--- config.mk ---
export PLATFORM = sky130hd
export DESIGN_NAME = rv_decode
export DESIGN_NICKNAME = d
export VERILOG_FILES = /design/src/hw/rv_pkg.sv /design/src/hw/rv_decode.sv
export VERILOG_INCLUDE_DIRS = /design/src /design/src/hw
export SDC_FILE = /design/constraint.sdc
export NUM_CORES = 1
export LEC_CHECK = 0
export BUFFER_PORTS_ARGS = -buffer_cell sky130_fd_sc_hd__buf_4
export CORE_ASPECT_RATIO = 1.75
export CORE_MARGIN = 4
export CORE_UTILIZATION = 39
export CTS_CLUSTER_SIZE = 10
export DETAILED_ROUTE_END_ITERATION = 10
export PLACE_DENSITY = 0.75
export SETUP_SLACK_MARGIN = 0.1
export SLEW_MARGIN = 5
export SYNTH_ARGS = -nofsm -noshare
export SYNTH_HDL_FRONTEND = slang
export SYNTH_SLANG_ARGS = --single-unit
--- constraint.sdc ---
create_clock -name clk -period 1.7 [get_ports clk]
set_input_delay 0.17 -clock clk [delete_from_list [all_inputs] [get_ports clk]]
set_output_delay 0.17 -clock clk [all_outputs]
set_load 0.02 [all_outputs]
--- src/hw/rv_core_cfg.svh ---
`ifndef RV_CORE_CFG_SVH
`define RV_CORE_CFG_SVH

// core geometry shared by every stage

`define XLEN           64  // register data width
`define REG_ADDR_WIDTH 5   // register index width
`define REG_DATA_DEPTH 32  // number of integer registers

`endif
--- src/hw/rv_pkg.sv ---
package rv_pkg;

    typedef enum logic [3:0] {
        ADD    = 4'd0,
        SUB    = 4'd1,
        AND    = 4'd2,
        OR     = 4'd3,
        XOR    = 4'd4,
        SLL    = 4'd5,
        SRL    = 4'd6,
        PASS_B = 4'd7   // lui result is the prepared operand b
    } alu_op_e;

    typedef enum logic {
        FULL   = 1'b0,  // keep all 64 bits
        SEXT32 = 1'b1   // word result, copy bit 31 upward
    } ext_mode_e;

    typedef struct packed {
        logic [6:0] funct7;
        logic [4:0] rs2;
        logic [4:0] rs1;
        logic [2:0] funct3;
        logic [4:0] rd;
        logic [6:0] opcode;
    } r_fmt_t;

    typedef struct packed {
        logic [11:0] imm12;
        logic [4:0]  rs1;
        logic [2:0]  funct3;
        logic [4:0]  rd;
        logic [6:0]  opcode;
    } i_fmt_t;

    typedef struct packed {
        logic [19:0] imm20;
        logic [4:0]  rd;
        logic [6:0]  opcode;
    } u_fmt_t;

    // one instruction word, three field layouts
    typedef union packed {
        r_fmt_t      r;
        i_fmt_t      i;
        u_fmt_t      u;
        logic [31:0] raw;
    } instr_u;

    localparam logic [6:0] OP        = 7'b0110011;
    localparam logic [6:0] OP_IMM    = 7'b0010011;
    localparam logic [6:0] OP_32     = 7'b0111011;
    localparam logic [6:0] OP_IMM_32 = 7'b0011011;
    localparam logic [6:0] LUI       = 7'b0110111;

endpackage

--- src/hw/rv_decode.sv ---
`timescale 1ns/1ps
`include "rv_core_cfg.svh"

module rv_decode (
    input  logic                       clk,
    input  logic                       rst_n,
    input  logic                       accept,
    input  logic [31:0]                instr,
    input  logic [`XLEN-1:0]           rs1_data,
    input  logic [`XLEN-1:0]           rs2_data,
    output logic [`REG_ADDR_WIDTH-1:0] rs1_addr,
    output logic [`REG_ADDR_WIDTH-1:0] rs2_addr,
    output logic                       dec_valid,
    output logic [`XLEN-1:0]           op_a,
    output logic [`XLEN-1:0]           op_b,
    output rv_pkg::alu_op_e            alu_op,
    output logic                       word_op,
    output logic [`REG_ADDR_WIDTH-1:0] rd,
    output logic                       rd_wen
);

    rv_pkg::instr_u  iw;
    rv_pkg::alu_op_e nxt_op;
    logic            nxt_word;
    logic            nxt_wen;
    logic            use_imm;
    logic [`XLEN-1:0] imm;

    assign iw       = instr;
    assign rs1_addr = iw.r.rs1;  // register file reads are combinational
    assign rs2_addr = iw.r.rs2;

    always_comb begin
        nxt_op   = rv_pkg::ADD;
        nxt_word = 1'b0;
        nxt_wen  = 1'b0;
        use_imm  = 1'b0;
        imm      = {{(`XLEN-12){iw.i.imm12[11]}}, iw.i.imm12};  // i-type sign extension
        case (iw.r.opcode)
            rv_pkg::OP: begin
                nxt_wen = 1'b1;
                case (iw.r.funct3)
                    3'b000: nxt_op = iw.r.funct7[5] ? rv_pkg::SUB : rv_pkg::ADD;
                    3'b001: nxt_op = rv_pkg::SLL;
                    3'b100: nxt_op = rv_pkg::XOR;
                    3'b101: begin
                        nxt_op  = rv_pkg::SRL;
                        nxt_wen = !iw.r.funct7[5];  // sra not supported
                    end
                    3'b110: nxt_op = rv_pkg::OR;
                    3'b111: nxt_op = rv_pkg::AND;
                    default: nxt_wen = 1'b0;  // slt, sltu
                endcase
            end
            rv_pkg::OP_IMM: begin
                use_imm = 1'b1;
                nxt_wen = (iw.i.funct3 == 3'b000);  // addi only
            end
            rv_pkg::OP_32: begin
                nxt_word = 1'b1;
                nxt_op   = iw.r.funct7[5] ? rv_pkg::SUB : rv_pkg::ADD;
                nxt_wen  = (iw.r.funct3 == 3'b000) && (iw.r.funct7[4:0] == 5'd0)
                           && (iw.r.funct7[6] == 1'b0);
            end
            rv_pkg::OP_IMM_32: begin
                nxt_word = 1'b1;
                use_imm  = 1'b1;
                nxt_wen  = (iw.i.funct3 == 3'b000);  // addiw only
            end
            rv_pkg::LUI: begin
                nxt_op  = rv_pkg::PASS_B;
                use_imm = 1'b1;
                nxt_wen = 1'b1;
                imm     = {{(`XLEN-32){iw.u.imm20[19]}}, iw.u.imm20, 12'h000};
            end
            default: nxt_wen = 1'b0;  // retired without a write
        endcase
    end

    always_ff @(posedge clk) begin
        if (!rst_n) begin
            dec_valid <= 1'b0;
            rd_wen    <= 1'b0;
            word_op   <= 1'b0;
            alu_op    <= rv_pkg::ADD;
        end else begin
            dec_valid <= accept;
            if (accept) begin
                rd_wen  <= nxt_wen;
                word_op <= nxt_word;
                alu_op  <= nxt_op;
            end
        end
    end

    always_ff @(posedge clk) begin
        if (accept) begin
            op_a <= rs1_data;
            op_b <= use_imm ? imm : rs2_data;
            rd   <= iw.r.rd;  // rd sits at the same bits in every layout
        end
    end

endmodule

Word level (Yosys, flattened, before mapping)
Index checks and enable logic that the tools add are counted.
{ "op_classes": {"reduce_logical": 9, "bitwise": 1, "eq_ne": 10, "muxes": 9} }
{ "op_table": {"columns": ["op", "n"], "rows": [
  ["64-bit two-way mux", 1],
  ["31-bit two-way mux", 1],
  ["7-bit by 6-bit equality test with 1-bit output, second input constant", 3],
  ["3-bit case mux with 6 select lines", 1],
  ["7-bit by 5-bit equality test with 1-bit output, second input constant", 2],
  ["3-bit equality test, second input constant", 4],
  ["3-bit case mux with 3 select lines", 1],
  ["5-bit logical NOT", 1],
  ["5-bit OR reduction", 1],
  ["1-bit case mux with 4 select lines", 1],
  ["2-bit OR reduction", 2],
  ["3-bit by 1-bit equality test with 1-bit output, second input constant", 1],
  ["3-bit logical NOT", 1],
  ["1-bit two-way mux", 3],
  ["3-bit OR reduction", 1],
  ["1-bit logical AND", 2],
  ["1-bit case mux with 2 select lines", 1],
  ["1-bit logical NOT", 1],
  ["1-bit inverter", 1]
]} }
{ "totals": {"regBits": 140, "elab_cells": 36, "out_inout_bits": 150} }

Logic depth before layout (Yosys ltp)
{ "depth": {"word_depth": 4, "ltp_mapped": 6, "depth_no_buf": 4} }

Worst setup path before layout
No wires, ideal clock.
{ "synth_path": {"path_type": "in2reg", "start": "input instr[6]", "end": "register op_b[16], data pin", "n_path_buf": 2, "t_required_ns": 1.433, "arrival_time_ns": 1.337, "path_stages": 6, "slack_ns": 0.096, "setup_time_ns": 0.267, "cell_sequence": "nand2b_1 > or4_4 > buf_6 > clkbuf_1 > a21oi_1 > o21ai_0"} }
{ "synth_via": {"elab_chain_len": 4} }
{ "synth_rtl": {"columns": ["element", "line_no", "source"], "rows": [
  ["start: declaration", "rv_decode.sv:8", "input logic [31:0] instr,"],
  ["7-bit by 6-bit equality test with 1-bit output or 7-bit by 5-bit equality test with 1-bit output (tied branches)", "rv_decode.sv:39", "case (iw.r.opcode)"],
  ["3-bit OR reduction (no source line)", null, null],
  ["1-bit two-way mux", "rv_decode.sv:39", null],
  ["64-bit two-way mux *", "rv_decode.sv:99", "op_b <= use_imm ? imm : rs2_data;"],
  ["end signal: assignment", "rv_decode.sv:99", null],
  ["end: declaration", "rv_decode.sv:15", "output logic [`XLEN-1:0] op_b,"]
]} }
Mark *: on every way between the ends. The rest lies on a longest branch, timed or not.
A chain may end at the register's enable or synchronous reset.

Worst setup path in the final report
{ "layout_path": {"start": "input instr[6]", "end": "register op_b[50], data pin"} }
{ "layout_via": {"elab_chain_len": 4} }
{ "layout_rtl": {"columns": ["element", "line_no"], "rows": [
  ["7-bit by 6-bit equality test with 1-bit output or 7-bit by 5-bit equality test with 1-bit output (tied branches)", "rv_decode.sv:39"],
  ["3-bit OR reduction (no source line) *", null],
  ["1-bit two-way mux *", "rv_decode.sv:39"],
  ["64-bit two-way mux *", "rv_decode.sv:99"]
]} }
Marked as above.

==> results.sh <==
export IMPL_timing_clock_skew_ns=0
export IMPL_wl_per_cell_um=19.7
export IMPL_clkSinkCount=139
export IMPL_cp_cell_sequence="buf_4, nand2b_1, or4_4, buf_4, nand3_1, nand2_1"
export IMPL_synth_top_cell_by_area="edfxtp_1"
export IMPL_global_route_usage_met2_pct=43.4
export IMPL_finalWirelength_mm=18.7
export IMPL_dpl_instance_area_um2=7900
export IMPL_routed_via_density=5.00
export IMPL_stdcell_area_um2=9140
export IMPL_cts_htree_levels=4
export IMPL_fillers=939
export IMPL_initial_standard_cell_utilization_of_the_core_pct=39.6
export IMPL_finalNetCount=926
export IMPL_timing_critical_path_fanout_max=33
export IMPL_placementRows=56
export IMPL_grt_most_used_layer="met2"
export IMPL_clkLatencyLatePin_ns=0.40
export IMPL_rsz0062_at_grt="no"
export IMPL_numPlacedInstances=849
export IMPL_timing_critical_path_mode_cell="buf_4"
export IMPL_drc=0
export IMPL_largest_net_degree_at_the_start_of_global_routing=47
export IMPL_launch_point_of_the_worst_path="instr[6]"
export IMPL_finalNonFillerCells=950
export IMPL_cp_arrival_ns=1.48
export IMPL_synthArstFlopShare_pct=0
export IMPL_yosys_register_bits=139
export IMPL_critPathRequiredTime_ns=1.84
export IMPL_grt_pass1_vias=4939
export IMPL_avgSynthCellArea_um2=14.0
export IMPL_fp_coreArea_um2=13400
export IMPL_synthToLayoutAreaGrowth_pct=72.6
export IMPL_final_min_clock_period_ns=1.34
export IMPL_static_leakage_power_uw=0.00401
export IMPL_hold_ws_ns=0.0305
export IMPL_cp_end_kind="flip-flop"
export IMPL_synth_edf_count=133
export IMPL_timing_final_setup_violations=0
export IMPL_detailedPlacementHpwl_mm=13.1
export IMPL_critical_path_slowest_cell="or4_4"
export IMPL_detailedRoute_firstPassIterationCount=4
export IMPL_synth_commonest_cells="edfxtp_1, nand2_1, nand3_1"
export IMPL_global_route_overflow_total=0
export IMPL_setup_worst_path_start_class="primary input"
export IMPL_wire_length_of_the_first_global_routing_pass_mm=27.3
export IMPL_syn_num_nets=542
export IMPL_gp_congestion=0.893
export IMPL_hold_path_class="in -> reg"
export IMPL_antenna_diode_count=0
export IMPL_critical_path_class="in -> reg"
export IMPL_run_status="finished clean"
export IMPL_max_freq_mhz=747
export IMPL_power_per_cell_area_nw_per_um2=999
export IMPL_synth_most_common_cell="edfxtp_1"
export IMPL_max_cap_viol_count=0
export IMPL_reg_clk_slew_reported_paths_ns=0.07
export IMPL_tritoncts="built"
export IMPL_timing_final_crit_share_pct=78.8
export IMPL_numCtsBuffers=17
export IMPL_area_sequential_um2=4110
export IMPL_synth_warning_count=0
export IMPL_cts_repair_timing_setup_buffer_count=0
export IMPL_synth_seq_area_share_pct=77.7
export IMPL_mappedNetlistArea_um2=5300
export IMPL_met3_usage_pct=6.35
export IMPL_r2r_start="rd_wen"
export IMPL_synthDominantCellAreaShare_pct=75.4
export IMPL_buffer_ports_inserted=311
export IMPL_io_pin_count=313
export IMPL_hold_violations=0
export IMPL_synth_lib_cells_used_distinct=34
export IMPL_clockBufferDepth=2
export IMPL_fp_dieArea_um2=15600
export IMPL_drive_gt1_share_pct=47.2
export IMPL_detailroute_via_count=4751
export IMPL_cell_count_after_synthesis=379
export IMPL_slew_viol_final=0
export IMPL_ys_dominant_reg_cell="edfxtp_1"
export IMPL_ir_drop_mv=0.693
export IMPL_multi_input_comb_area_um2=1010
export IMPL_cts_root_buf="clkbuf_16"
export IMPL_worst_hold_startpoint="rst_n"
export IMPL_track_usage_pct=23.7
export IMPL_die_h_um=162
export IMPL_worst_path_largest_cell_delay_ns=0.53
export IMPL_groute_layer_met1_usage_pct=24.8
export IMPL_finalCoreUtilization_pct=68.3
export IMPL_drtIter0Drc=248
export IMPL_die_x_um=96.1
export IMPL_number_of_antenna_violations_at_the_first_check_in_global_routing=0
export IMPL_ant_nets=0
export IMPL_post_synth_main_area_contributors="edfxtp_1, nand2_1, nand3_1"
[final timing paths]
check | endpoint | slack [ns] | cells past startpoint
hold reg to reg | alu_op[0] | 0.49 | 2
hold / removal | dec_valid | 0.03 | 2
setup / recovery | op_b[50] | 0.36 | 6
setup reg to reg | rd_wen | 1.04 | 2
[sequential cells by signal (all words and copies together) (netlist names)]
name / flops
rd: 5
op_b: 64
rd_wen: 1
dec_valid: 1
word_op: 1
alu_op: 3
op_a: 64
[power breakdown]
group	switching, uW	internal, uW
clock network	1540	1920
logic	776	751
registers	91.9	4060
total	2410	6730
[layer usage]
metal | part of all wire (%) | vias up
met4 | 3.7 | 0
met5 | 0 | -
li1 | - | 2152
met1 | 33 | 2269
met2 | 55 | 284
met3 | 8.5 | 46
[cell families after synthesis]
group	count (synthesis)	synth area share, %
buffers and inverters	37	3.57
other	1	0.0708
AND/OR/NAND/NOR	136	11.8
flip-flops	139	77.7
AO/OA/AOI/OAI	66	6.90
[layout make-up]
type,count,share of cell area (%)
clock buffer,17,4.65
sequential,139,45.0
inverter,2,0.0821
tap,174,2.38
clock inverter,15,1.42
timing repair buffer,400,35.4
multi-input combinational,203,11.1
[through the flow]
stage / setup TNS [ns] / setup WS [ns] / total power [uW]
finish: 0 / 0.361 / 9140
global route: 0 / 0.319 / 9480
CTS: 0 / 0.415 / 9170
detailed placement: -0.0324 / -0.0174 / 5590
global placement: -0.0146 / -0.0146 / 5550
floorplan: 0 / 0.112 / 4700
[timing repair]
action                    4_1_cts  5_1_grt
hold buffers                   69        0
hold endpoints to repair       69        0
gates resized for setup         0        0
[worst max-delay path: cells and delay by family]
kind	cells	cell delay (ns)
buffers and inverters	2	0.38
and+or+nand+nor	4	0.91
[layout by cell type, fill, tap and decap left out, drive strengths merged, types with 7 or more instances in the layout]
cell	instances
buf	331
edfxtp	133
nand2	75
dlygate4sd3	69
nand3	34
a21oi	32
o21ai	21
clkbuf	17
inv	10
nor2	7
No activity file was read; power rests on OpenSTA's default activity.
