`config.mk`:
```
export PLATFORM = sky130hd
export DESIGN_NAME = rv_writeback
export DESIGN_NICKNAME = d
export VERILOG_FILES = /design/src/hw/rv_pkg.sv /design/src/hw/rv_writeback.sv
export VERILOG_INCLUDE_DIRS = /design/src /design/src/hw
export SDC_FILE = /design/constraint.sdc
export NUM_CORES = 1
export LEC_CHECK = 0
export BUFFER_PORTS_ARGS = -buffer_cell sky130_fd_sc_hd__buf_2
export CAP_MARGIN = 20
export CORE_MARGIN = 5
export CORE_UTILIZATION = 44
export DETAILED_ROUTE_END_ITERATION = 10
export GPL_ROUTABILITY_DRIVEN = 0
export PLACE_DENSITY = 0.79
export REMOVE_ABC_BUFFERS = 1
export SLEW_MARGIN = 20
export SYNTH_ARGS = -nofsm -noshare
export SYNTH_HDL_FRONTEND = slang
export SYNTH_SLANG_ARGS = --single-unit
```
`constraint.sdc`:
```
create_clock -name clk -period 1.2 [get_ports clk]
set_input_delay 0.12 -clock clk [delete_from_list [all_inputs] [get_ports clk]]
set_output_delay 0.12 -clock clk [all_outputs]
set_load 0.01 [all_outputs]
```
`src/hw/rv_core_cfg.svh`:
```
`ifndef RV_CORE_CFG_SVH
`define RV_CORE_CFG_SVH

// core geometry shared by every stage

`define XLEN           64  // register data width
`define REG_ADDR_WIDTH 5   // register index width
`define REG_DATA_DEPTH 32  // number of integer registers

`endif
```
`src/hw/rv_pkg.sv`:
```
package rv_pkg;

    typedef enum logic [3:0] {
        ADD    = 4'd0,
        SUB    = 4'd1,
        AND    = 4'd2,
        OR     = 4'd3,
        XOR    = 4'd4,
        SLL    = 4'd5,
        SRL    = 4'd6,
        PASS_B = 4'd7   // lui result is the prepared operand b
    } alu_op_e;

    typedef enum logic {
        FULL   = 1'b0,  // keep all 64 bits
        SEXT32 = 1'b1   // word result, copy bit 31 upward
    } ext_mode_e;

    typedef struct packed {
        logic [6:0] funct7;
        logic [4:0] rs2;
        logic [4:0] rs1;
        logic [2:0] funct3;
        logic [4:0] rd;
        logic [6:0] opcode;
    } r_fmt_t;

    typedef struct packed {
        logic [11:0] imm12;
        logic [4:0]  rs1;
        logic [2:0]  funct3;
        logic [4:0]  rd;
        logic [6:0]  opcode;
    } i_fmt_t;

    typedef struct packed {
        logic [19:0] imm20;
        logic [4:0]  rd;
        logic [6:0]  opcode;
    } u_fmt_t;

    // one instruction word, three field layouts
    typedef union packed {
        r_fmt_t      r;
        i_fmt_t      i;
        u_fmt_t      u;
        logic [31:0] raw;
    } instr_u;

    localparam logic [6:0] OP        = 7'b0110011;
    localparam logic [6:0] OP_IMM    = 7'b0010011;
    localparam logic [6:0] OP_32     = 7'b0111011;
    localparam logic [6:0] OP_IMM_32 = 7'b0011011;
    localparam logic [6:0] LUI       = 7'b0110111;

endpackage

```
`src/hw/rv_writeback.sv`:
```
`timescale 1ns/1ps
`include "rv_core_cfg.svh"

module rv_writeback (
    input  logic                       clk,
    input  logic                       rst_n,
    input  logic                       ex_valid,
    input  logic [`XLEN-1:0]           ex_result,
    input  logic [`REG_ADDR_WIDTH-1:0] ex_rd,
    input  logic                       ex_wen,
    input  rv_pkg::ext_mode_e          ext_mode,
    output logic                       wr_en,
    output logic [`REG_ADDR_WIDTH-1:0] wr_addr,
    output logic [`XLEN-1:0]           wr_data,
    output logic                       wb_done
);

    logic [`XLEN-1:0] ext_data;

    always_comb begin
        case (ext_mode)
            rv_pkg::SEXT32: ext_data = {{(`XLEN-32){ex_result[31]}}, ex_result[31:0]};  // addw, subw, addiw
            default:        ext_data = ex_result;
        endcase
    end

    always_ff @(posedge clk) begin
        if (!rst_n) begin
            wr_en   <= 1'b0;
            wb_done <= 1'b0;
        end else begin
            wr_en   <= ex_valid && ex_wen;  // one strobe per writing instr
            wb_done <= ex_valid;            // every instr retires, write or not
        end
    end

    always_ff @(posedge clk) begin
        if (ex_valid) begin
            wr_addr <= ex_rd;
            wr_data <= ext_data;
        end
    end

endmodule

```
### After elaboration in Yosys (flattened, before gate mapping)

Cells that the tools add are included.

* register bits: 71
* input bits: 74
* word-level logic and storage cells: 6
* output and inout bits: 71
* RAM bits: 0
* bits in latches: 0
* memories: 0
* memory bits (read-only): 0

* equality and inequality tests: 0
* multipliers: 0
* reductions and logical operators: 1
* multiplexer cells: 1
* add/sub/neg operators: 0
* bitwise operators: 0
* divide/modulo/power cells: 0
* order comparisons: 0
* shifts and indexed selects: 0

Operator list (number)
* $mux W64: 1
* $logic_and A1 B1 Y1: 1

### Logic depth before layout (Yosys ltp)

Gate-level depths: netlist (run 1).

* word-level depth: 1
* depth in mapped cells: 3
* gate-level depth less buffers: 1

### Least setup slack after synthesis (run 1)

Ideal clock, no wire load.

* path type: input to register
* from: input ext_mode
* to: register wr_data[32] (data pin)
* path slack: 0.273 ns
* path buffers: 2
* required time: 0.940 ns
* arrival time: 0.667 ns
* cell stages on the path: 3
* library setup time: 0.260 ns
* path through: buf_6 -> buf_6 -> mux2_4

* word-level cells in the longest chain between the ends: 1

Ends and longest elaborated chain
* start, declared: RTL line rv_writeback.sv:11 `input rv_pkg::ext_mode_e ext_mode,`
* $mux W64: RTL line rv_writeback.sv:21 `case (ext_mode)`
* net ext_data[32]: RTL line rv_writeback.sv:18 `` logic [`XLEN-1:0] ext_data; ``
* end signal, assigned: RTL line rv_writeback.sv:40 `wr_data <= ext_data;`
* end, declared: RTL line rv_writeback.sv:14 `` output logic [`XLEN-1:0] wr_data, ``

The timed path passes the listed nets, and every way through them passes these cells.
A chain may end at the register's enable or synchronous reset.

### Final worst setup path (run 1)

* from: register wr_data[7]
* to: output wr_data[7]

No word-level cell between the ends.

==> metrics.md, run 1 <==
| Metric | Value |
|---|---|
| Core Area | 0.00589 mm^2 |
| First-pass GRT wire length | ~8800 um |
| Fin. max-slew vios | 0 |
| Ranking of synthesized cells by area | edfxtp_1 78%, mux2_4 17%, buf_6 1.7% |
| Starting Density | between 40% and 50% |
| Buffers on Ports | 144 |
| Post_cts resized | 0 |
| Antenna violation net count after detailed routing | 0 |
| Die X | 87.7 um |
| Largest net degree at the start of global routing | 38 |
| Clk root buf | clkbuf_8 |
| Avg WL per Cell | 15.9 um |
| Max Cap Viol | 0 |
| Syn_area_per_cell | ~24 um^2 |
| Final min period | roughly 1.0 ns |
| Antenna cells | 0 |
| Critical path's slowest cell | edfxtp_1 |
| Leak | 1.80 nW |
| Hold WC Path Type | in -> reg |
| Layout Cells excl Fill | 379 |
| Unrepaired setup endpoints after global routing | false |
| PwrDens | 1380 mW/mm^2 |
| Slew margin rel. | 64.1% |
| Num CTS Buffers | 9 |
| Nets | 373 |
| Post-synth EDFFs | between 60 and 70 |
| Register area share after synthesis | around four fifths |
| Synth Instances | about 110 |
| Vias in the first global route | roughly 1800 |
| DRC Markers | 0 |
| Global route hottest layer | met2 |
| Vias | 1695 |
| Top-count cell post-synth | edfxtp_1 |
| CTS clk-pin slew, worst paths | about 0.070 ns |
| Ratio of cells with drive above 1 in the final layout | 63.5% |
| FP Rows | 28 |
| Io pins | between 100 and 150 |
| CP max stage delay | about 0.40 ns |
| Drt pass-1 iters | 4 |
| Fin Setup TNS | 0 ns |
| WL final | roughly 6000 um |
| Initial antenna violation count | 0 |
| Critical Path, Cell by Cell | buf_2 |
| Clock Sinks | 71 |
| DP HPWL | between 4000 and 5000 um |
| Syn-to-layout area delta | 51.5% |
| #FFs+latches synth | 71 |
| WP data required | 1.08 ns |
| Buf+Inv Stages, Crit Path | 1 |
| All-Layer GR Usage | 15.5% |
| Vias per cell | 4.47 |
| Cell taking the most area after synthesis | edfxtp_1 |
| Cell family with most CP delay | flip-flops |
| Warnings, synthesis | 0 |
| Post-synth top area share | 78.1% |
| Die extent in y | 87.7 um |
| WHS Path Cells | 2 |
| Grt met1 use | 17.2% |
| Finish-stage setup viols | 0 |
| Die area | around 0.0077 mm^2 |
| Worst setup SP type | flip-flop |
| Crit path kind | reg -> out |
| Unique masters post-synth | 8 |
| Crit path DAT | 0.88 ns |
| Top cells by count, synth | 69 x edfxtp_1, 30 x mux2_4, 4 x buf_6 |
| Hold_sp | rst_n |
| Period utilization | 83.5% |
| Peak supply drop | 0.000721 V |
| Hold Vio Cnt, Final | 0 |
| DRT iter0 DRCs | 26 |
| Ys async rst share | 0% |
| Primary FF master, synth | edfxtp_1 |
| GRT overflow | 0 |
| CP max FO | 1 |
| Fmax | ~1000 MHz |
| Worst Setup End Kind | output port |
| Measured slew at the worst slew-check pin | between 0.5 and 0.6 ns |
| Placed cells | 327 |
| Hold endpoint | wb_done |
| GRT met3 Usage | 7.71% |
| Longest Clk Path Bufs | 2 |
| GR Layer Usage met2 | between 20% and 30% |
| H-tree depth | 3 |
| CTS tree | yes |
| Mapped Area | 0.00265 mm^2 |
| Status | finished, final reports clean |
worst max path at each step:
stage                      from           to  slack, ns  cells after the start
global route         wr_data[7]   wr_data[7]       0.15                      1
CTS                 wr_data[24]  wr_data[24]       0.18                      1
finish               wr_data[7]   wr_data[7]       0.20                      1
detailed placement     ext_mode  wr_data[61]       0.10                      3
floorplan              ext_mode  wr_data[61]       0.52                      1
global placement       ext_mode  wr_data[61]       0.12                      3
placed cells by master, fill, tap and decap left out, types with 2 or more instances in the layout:
cell type and instances:
clkinv_1 2, buf_12 3, buf_2 144, dlygate4sd3_1 36, mux2_2 2, mux2_4 30, edfxtp_1 69, dfxtp_1 2
clkbuf_8 9, clkinv_2 2
cells by family after synthesis:
kind of cell           after synthesis  share of synthesized area (%)
and+or+nand+nor                      2                          0.472
muxes                               32                           17.8
buffers and inverters                7                           2.12
DFF                                 71                           79.6
layout make-up:
class	count	area (um^2)
Tap cell	75	93.8
Fill cell	414	1870
Clock buffer	9	124
Sequential cell	71	2110
Multi-Input combinational cell	34	485
Clock inverter	7	63.8
Timing Repair Buffer	183	1140
state kept, by name, indices dropped and copies added, names as in the netlist:
| name | flops |
|---|---|
| wb_done | 1 |
| wr_data | 64 |
| wr_addr | 5 |
| wr_en | 1 |
report_power, final:
part           internal, mW  total, mW  switching [mW]  leakage, nW
Sequential             2.95       3.00          0.0472        0.692
Clock                 0.941       1.76           0.816       0.0941
Combinational         0.433      0.784           0.351         1.01
Total                  4.33       5.54            1.21         1.80
what timing repair did:
item                      in CTS  in global routing
setup buffers                  0                  0
hold buffers                  36                  0
hold endpoints to repair      36                  0
per-stage QoR:
step                      power, mW  utilization [%]  worst slack [ns]  cell area (um^2)  hold slack [ns]
after floorplan                3.32                -             0.525              2600            0.219
after global placement         3.73             59.0             0.119              3470            0.297
after detailed placement       3.76             59.0             0.103              3470            0.298
after CTS                      5.64             68.3             0.183              4020           0.0289
after global routing           5.80             68.3             0.149              4020           0.0468
final                          5.54             68.3             0.198              4020           0.0356
layer usage:
| layer | routed length [um] | vias up |
|---|---|---|
| met5 | 0 | - |
| met4 | 39 | 0 |
| met3 | 922 | 6 |
| met2 | 2830 | 112 |
| met1 | 2220 | 769 |
| li1 | - | 808 |
(Power assumes the default switching activity.)
==> run 2: changes to the inputs <==
--- a/config.mk
+++ b/config.mk
@@ -9,10 +9,10 @@
 export BUFFER_PORTS_ARGS = -buffer_cell sky130_fd_sc_hd__buf_2
 export CAP_MARGIN = 20
 export CORE_MARGIN = 5
-export CORE_UTILIZATION = 44
+export CORE_UTILIZATION = 40
 export DETAILED_ROUTE_END_ITERATION = 10
 export GPL_ROUTABILITY_DRIVEN = 0
-export PLACE_DENSITY = 0.79
+export PLACE_DENSITY = 0.76
 export REMOVE_ABC_BUFFERS = 1
 export SLEW_MARGIN = 20
 export SYNTH_ARGS = -nofsm -noshare
==> constraint.sdc (replaced) <==
create_clock -name clk -period 0.9 [get_ports clk]
set_input_delay 0.09 -clock clk [delete_from_list [all_inputs] [get_ports clk]]
set_output_delay 0.09 -clock clk [all_outputs]
set_load 0.01 [all_outputs]
==> run 2 against run 1 <==
Sequential power grew 34%; critical endpoint is now wr_data[32]; critical path depth did not move; the run now ends with negative setup slack left; die area is 8.8% higher; design area barely moved; highest routed layer unchanged.
==> metrics.md, run 2 (synthesis results as in run 1) <==
| Metric | Value |
|---|---|
| Status | finished, violations left (was finished, final reports clean) |
| Failing checks | negative setup slack |
| Most frequent cells in the layout | 142 x buf_2, 69 x edfxtp_1, 38 x dlygate4sd3_1, 30 x mux2_4, 9 x clkbuf_8 (was 144 x buf_2, 69 x edfxtp_1, 36 x dlygate4sd3_1, 30 x mux2_4, 9 x clkbuf_8) |
| Nets | 376 (was 373) |
| Hold WC Path Type | in -> reg (unchanged) |
| Die area | 0.00836 mm^2 (was 0.00768 mm^2) |
| Fin. max-slew vios | 0 (unchanged) |
| Final Power | 7.03 mW (was 5.54 mW) |
| Ratio of cells with drive above 1 in the final layout | 62.3% (was 63.5%) |
| Antenna violation net count after detailed routing | 0 (unchanged) |
| Hold Vio Cnt, Final | 0 (unchanged) |
| Critical path's slowest cell | edfxtp_1 (unchanged) |
| CP max FO | 1 (unchanged) |
| Die X | 91.5 um (was 87.7 um) |
| Period utilization | 108% |
| Final Core Density | 62.9% (was 68.3%) |
| Crit path launch | wr_data[32] (was wr_data[7]) |
| Worst Setup End Kind | output port (unchanged) |
| Fmax | 1030 MHz |
| All-Layer GR Usage | 14.8% (was 15.5%) |
| DRC Markers | 0 (unchanged) |
| Dpl ws | -0.127 ns (was 0.103 ns) |
| Drt pass-1 iters | 4 (unchanged) |
| CTS tree | yes (unchanged) |
| Final Instance Area | 0.00402 mm^2 (about the same) |
| Vias in the first global route | 1920 (was 1784) |
| Critical Path, Cell by Cell | buf_6 (was buf_2) |
| Core Area | 0.00639 mm^2 (was 0.00589 mm^2) |
| Setup ws final | -0.0701 ns (was 0.198 ns) |
| Leak | 1.79 nW (was 1.80 nW) |
| Crit path DAT | 0.88 ns (about the same) |
| Avg WL per Cell | 15.9 um (about the same) |
| First-pass GRT wire length | 9580 um (was 8770 um) |
| Clk root buf | clkbuf_8 (unchanged) |
| DRT iter0 DRCs | 36 (was 26) |
| Cell Area, Placed | 0.00348 mm^2 (was 0.00347 mm^2) |
| Unrepaired setup endpoints after global routing | true (was false) |
| CTS clk-pin slew, worst paths | 0.07 ns (about the same) |
| H-tree depth | 3 (unchanged) |
| CP max stage delay | 0.41 ns (was 0.40 ns) |
| Max Cap Viol | 0 (unchanged) |
| Num CTS Buffers | 9 (unchanged) |
| Peak supply drop | 0.000972 V (was 0.000721 V) |
| Layout Cells excl Fill | 382 (was 379) |
| Max reg flops | 64 (unchanged) |
| Clock Sinks | 71 (unchanged) |
| Slew margin rel. | 63.8% (was 64.1%) |
| Vias per cell | 4.53 (was 4.47) |
| Measured slew at the worst slew-check pin | 0.542 ns (was 0.539 ns) |
| Starting Density | 41.6% (was 45.1%) |
| Worst setup SP type | flip-flop (unchanged) |
| Largest registers | wr_data (64), wr_addr (5) (unchanged) |
| Buf+Inv Stages, Crit Path | 1 (unchanged) |
| FP Rows | 29 (was 28) |
| WP data required | 0.81 ns (was 1.08 ns) |
| PwrDens | 1750 mW/mm^2 (was 1380 mW/mm^2) |
| # fillers | 499 (was 414) |
| Setup bufs post-CTS | 0 (unchanged) |
| GRT overflow | 0 (unchanged) |
| Buffers on Ports | 144 (unchanged) |
| Initial antenna violation count | 0 (unchanged) |
| Placed cells | 330 (was 327) |
| Longest Clk Path Bufs | 2 (unchanged) |
| Largest net degree at the start of global routing | 39 (was 38) |
| WL final | 6090 um (was 6010 um) |
| Crit path kind | reg -> out (unchanged) |
| Syn-to-layout area delta | 51.4% (was 51.5%) |
| Antenna cells | 0 (unchanged) |
| Largest Register | wr_data (unchanged) |
| Cell family with most CP delay | flip-flops (unchanged) |
| Die extent in y | 91.5 um (was 87.7 um) |
| Vias | 1730 (was 1695) |
| Finish-stage setup viols | 68 (was 0) |
| Most common cell after layout, fill and taps aside | buf_2 (unchanged) |
| Final min period | 0.970 ns |
| Hold_sp | ex_result[55] (was rst_n) |
| Io pins | 145 (unchanged) |
==> run 2: cell count changes in the layout (fill, tap and decap cells not counted), sizes merged <==
cell         previous run  this run
clkinvlp                1         0
clkbuf                  9        11
buf                   147       148
bufinv                  1         0
dlygate4sd3            36        38
clkinv                  5         3
==> run 2: timing repair <==
item                       4_1_cts  5_1_grt
hold buffers                    38        0
setup endpoints to repair       69       69
gates resized for setup          0        2
hold endpoints to repair        38        0
==> run 2: report_power, final <==
part / internal, mW / leakage (nW) / switching [mW]
clock: 0.948 / 0.0741 / 1.01
combinational: 0.594 / 1.03 / 0.469
sequential: 3.94 / 0.692 / 0.0666
total: 5.48 / 1.79 / 1.55
==> run 2: per-layer routing <==
layer / GRT usage (%) / wire length (um) / vias up
met2: 25.1 / 3130 / 100
li1: - / - / 813
met4: 6.97 / 110 / 0
met5: 0 / 0 / -
met1: 14.7 / 2060 / 806
met3: 7.85 / 785 / 11
==> run 2: path summary, 6_finish.rpt <==
path	end	slack, ns	cells after the start
worst max-delay path	wr_data[32]	-0.07	1
worst min-delay path	wr_data[55]	0.06	2
==> run 2: final cells by class <==
type	instances	area, um^2	share of cell area, %
clock inverter	3	12.5	0.311
timing repair buffer	186	1180	29.4
multi-input combinational	34	485	12.1
sequential	71	2110	52.6
clock buffer	11	131	3.27
tap	77	96.3	2.40
==> run 2: per-stage QoR <==
step	hold WS (ns)	setup TNS [ns]
finish	0.0584	-1.62
global route	0.0459	-4.57
CTS	0.0397	-3.11
detailed placement	0.269	-2.85
global placement	0.268	-2.51
floorplan	0.189	0
==> run 3: changes to the inputs <==
--- a/config.mk
+++ b/config.mk
@@ -8,13 +8,13 @@
 export LEC_CHECK = 0
 export BUFFER_PORTS_ARGS = -buffer_cell sky130_fd_sc_hd__buf_2
 export CAP_MARGIN = 20
-export CORE_MARGIN = 5
+export CORE_MARGIN = 2
 export CORE_UTILIZATION = 40
 export DETAILED_ROUTE_END_ITERATION = 10
 export GPL_ROUTABILITY_DRIVEN = 0
 export PLACE_DENSITY = 0.76
 export REMOVE_ABC_BUFFERS = 1
-export SLEW_MARGIN = 20
+export SLEW_MARGIN = 10
 export SYNTH_ARGS = -nofsm -noshare
 export SYNTH_HDL_FRONTEND = slang
 export SYNTH_SLANG_ARGS = --single-unit
==> run 3 against run 2 <==
The run still ends with negative setup slack left; non-clock buffer count grew 1; maximum frequency rose by 0.95%; largest cell class unchanged; clock power rose by 22%; flip-flop and latch count unchanged; critical path depth unchanged; first-iteration DRC count rose by 56%; largest power group unchanged; sequential share of layout area is 0.89 points lower; highest routed layer unchanged; global-route usage grew 0.92 points.
==> metrics.md, run 3 (synthesis results as in run 1) <==
| Metric | Value |
|---|---|
| Status | finished, violations left (unchanged) |
| Failing checks | negative setup slack (unchanged) |
| Longest Clk Path Bufs | 2 (unchanged) |
| Max Cap Viol | 0 (unchanged) |
| Crit path DAT | 0.87 ns (was 0.88 ns) |
| Finish-stage setup viols | 69 (was 68) |
| Avg WL per Cell | 14.6 um (was 15.9 um) |
| Drt pass-1 iters | 4 (unchanged) |
| Antenna violation net count after detailed routing | 0 (unchanged) |
| CP max FO | 1 (unchanged) |
| Die X | 85.5 um (was 91.5 um) |
| Worst Setup End Kind | output port (unchanged) |
| # fillers | 481 (was 499) |
| Max reg flops | 64 (unchanged) |
| Seq pwr share | 53.7% (was 57.0%) |
| Critical path endpoint | wr_data[57] (was wr_data[32]) |
| PwrDens | 1820 mW/mm^2 (was 1750 mW/mm^2) |
| Num CTS Buffers | 9 (unchanged) |
| FP Rows | 29 (unchanged) |
| Stages on the worst setup path | 1 (unchanged) |
| H-tree depth | 3 (unchanged) |
| Slew margin rel. | 64.0% (was 63.8%) |
| Comb power frac | 14.3% (was 15.1%) |
| Most frequent cells in the layout | 142 x buf_2, 69 x edfxtp_1, 38 x dlygate4sd3_1, 30 x mux2_4, 13 x clkbuf_8 (was 142 x buf_2, 69 x edfxtp_1, 38 x dlygate4sd3_1, 30 x mux2_4, 9 x clkbuf_8) |
| Critical Path, Cell by Cell | buf_6 (unchanged) |
| CP max stage delay | 0.40 ns (was 0.41 ns) |
| FF+latch area | 0.00211 mm^2 (about the same) |
| Final min period | 0.961 ns (was 0.970 ns) |
| Cell Area, Placed | 0.00350 mm^2 (was 0.00348 mm^2) |
| DRT iter0 DRCs | 56 (was 36) |
| Most common cell after layout, fill and taps aside | buf_2 (unchanged) |
| Starting Density | 41.6% (unchanged) |
| Vias in the first global route | 1882 (was 1920) |
| Vias per cell | 4.50 (was 4.53) |
| Ratio of cells with drive above 1 in the final layout | 64.3% (was 62.3%) |
| Clk root buf | clkbuf_8 (unchanged) |
| Measured slew at the worst slew-check pin | 0.540 ns (was 0.542 ns) |
| First-pass GRT wire length | 8540 um (was 9580 um) |
| Io pins | 145 (unchanged) |
| Buffers on Ports | 144 (unchanged) |
| DP HPWL | about 3700 um |
| Initial antenna violation count | 0 (unchanged) |
| Unrepaired setup endpoints after global routing | true (unchanged) |
| All-Layer GR Usage | 15.7% (was 14.8%) |
| Die area | 0.00730 mm^2 (was 0.00836 mm^2) |
| Core Area | 0.00639 mm^2 (unchanged) |
| CTS tree | yes (unchanged) |
| Crit path launch | wr_data[57] (was wr_data[32]) |
| Hold Vio Cnt, Final | 0 (unchanged) |
| Clock Sinks | 71 (unchanged) |
| Largest Register | wr_data (unchanged) |
| Nets | 377 (was 376) |
| Antenna cells | 0 (unchanged) |
| Worst setup SP type | flip-flop (unchanged) |
| Clock power frac | 32.0% (was 27.9%) |
| Leak | 1.83 nW (was 1.79 nW) |
| Final Instance Area | 0.00409 mm^2 (was 0.00402 mm^2) |
| CTS clk-pin slew, worst paths | 0.07 ns (about the same) |
| Period utilization | 107% (was 108%) |
| Largest net degree at the start of global routing | 40 (was 39) |
| Critical path's slowest cell | edfxtp_1 (unchanged) |
| Vias | 1734 (was 1730) |
| Hold WC Path Type | in -> reg (unchanged) |
| Crit path kind | reg -> out (unchanged) |
| Final Power | 7.45 mW (was 7.03 mW) |
| Pint | 5.84 mW (was 5.48 mW) |
| Setup ws final | -0.0610 ns (was -0.0701 ns) |
| Dpl ws | -0.133 ns (was -0.127 ns) |
| Multi-input logic area | 485 um^2 (unchanged) |
| Largest registers | wr_data (64), wr_addr (5) (unchanged) |
| Peak supply drop | 0.000952 V (was 0.000972 V) |
| P_sw | 1.61 mW (was 1.55 mW) |
| Syn-to-layout area delta | 54.2% (was 51.4%) |
| WP data required | 0.81 ns (about the same) |
| Fin. max-slew vios | 0 (unchanged) |
| WL final | 5630 um (was 6090 um) |
| Switching share of power | 21.7% (was 22.0%) |
| Cell family with most CP delay | flip-flops (unchanged) |
| Die extent in y | 85.5 um (was 91.5 um) |
| DRC Markers | 0 (unchanged) |
| Fmax | 1040 MHz (was 1030 MHz) |
| Buf+Inv Stages, Crit Path | 1 (unchanged) |
| GRT overflow | 0 (unchanged) |
-- run 3: cell types whose count changed in the layout (fill, tap and decap cells not counted), sizes merged --
cell and delta:
clkbuf +3, clkinv -2, buf +1, clkinvlp +1
-- run 3: repair_timing --
action	in CTS	in global routing
resized for setup	0	4
setup endpoints to repair	69	71
pin swaps	0	0
hold buffers	38	0
buffers inserted	0	0
endpoints found under the hold margin	38	0
-- run 3: per-layer routing --
layer  share of wire, %  global-route usage, %  up-vias  routed length [um]
met5                  0                      0        -                   0
met4                1.6                   6.49        0                  92
met3                 11                   7.39       10                 615
met2                 50                   27.0      100                2830
met1                 37                   16.5      807                2100
li1                   -                      -      817                   -
-- run 3: how the worst min path moves through the flow --
stage,start,endpoint,cells past startpoint
3_5_place_dp,ex_result[0],wr_data[0],1
5_1_grt,ex_result[55],wr_data[55],2
2_1_floorplan,ex_rd[0],wr_addr[0],0
6_report,ex_result[33],wr_data[33],2
3_3_place_gp,ex_result[3],wr_data[3],1
4_1_cts,ex_result[50],wr_data[50],2
-- run 3: layout make-up --
class,count,area share [%]
Clock buffer,14,4.46
Clock inverter,2,0.306
Sequential cell,71,51.7
Timing Repair Buffer,187,29.3
Multi-Input combinational cell,34,11.9
Tap cell,77,2.35
-- run 3: power groups by stage --
| stage | sequential [mW] | clock, mW | combinational, mW |
|---|---|---|---|
| final | 4.01 | 2.39 | 1.06 |
| after global routing | 4.03 | 2.62 | 1.14 |
| after CTS | 4.01 | 2.45 | 1.06 |
| after detailed placement | 4.08 | 0 | 0.934 |
| after global placement | 4.07 | 0 | 0.915 |
| after floorplan | 4.24 | 0 | 0.184 |
-- run 3: through the flow --
stage          util, %  TNS, ns  hold slack, ns  std cells
2_1_floorplan        -        0           0.189        105
3_3_place_gp      54.8    -3.32           0.268        331
3_5_place_dp      54.8    -3.68           0.268        331
4_1_cts           63.9    -3.24          0.0409        385
5_1_grt           64.1    -5.11          0.0354        385
6_report          64.1    -1.75          0.0581        385
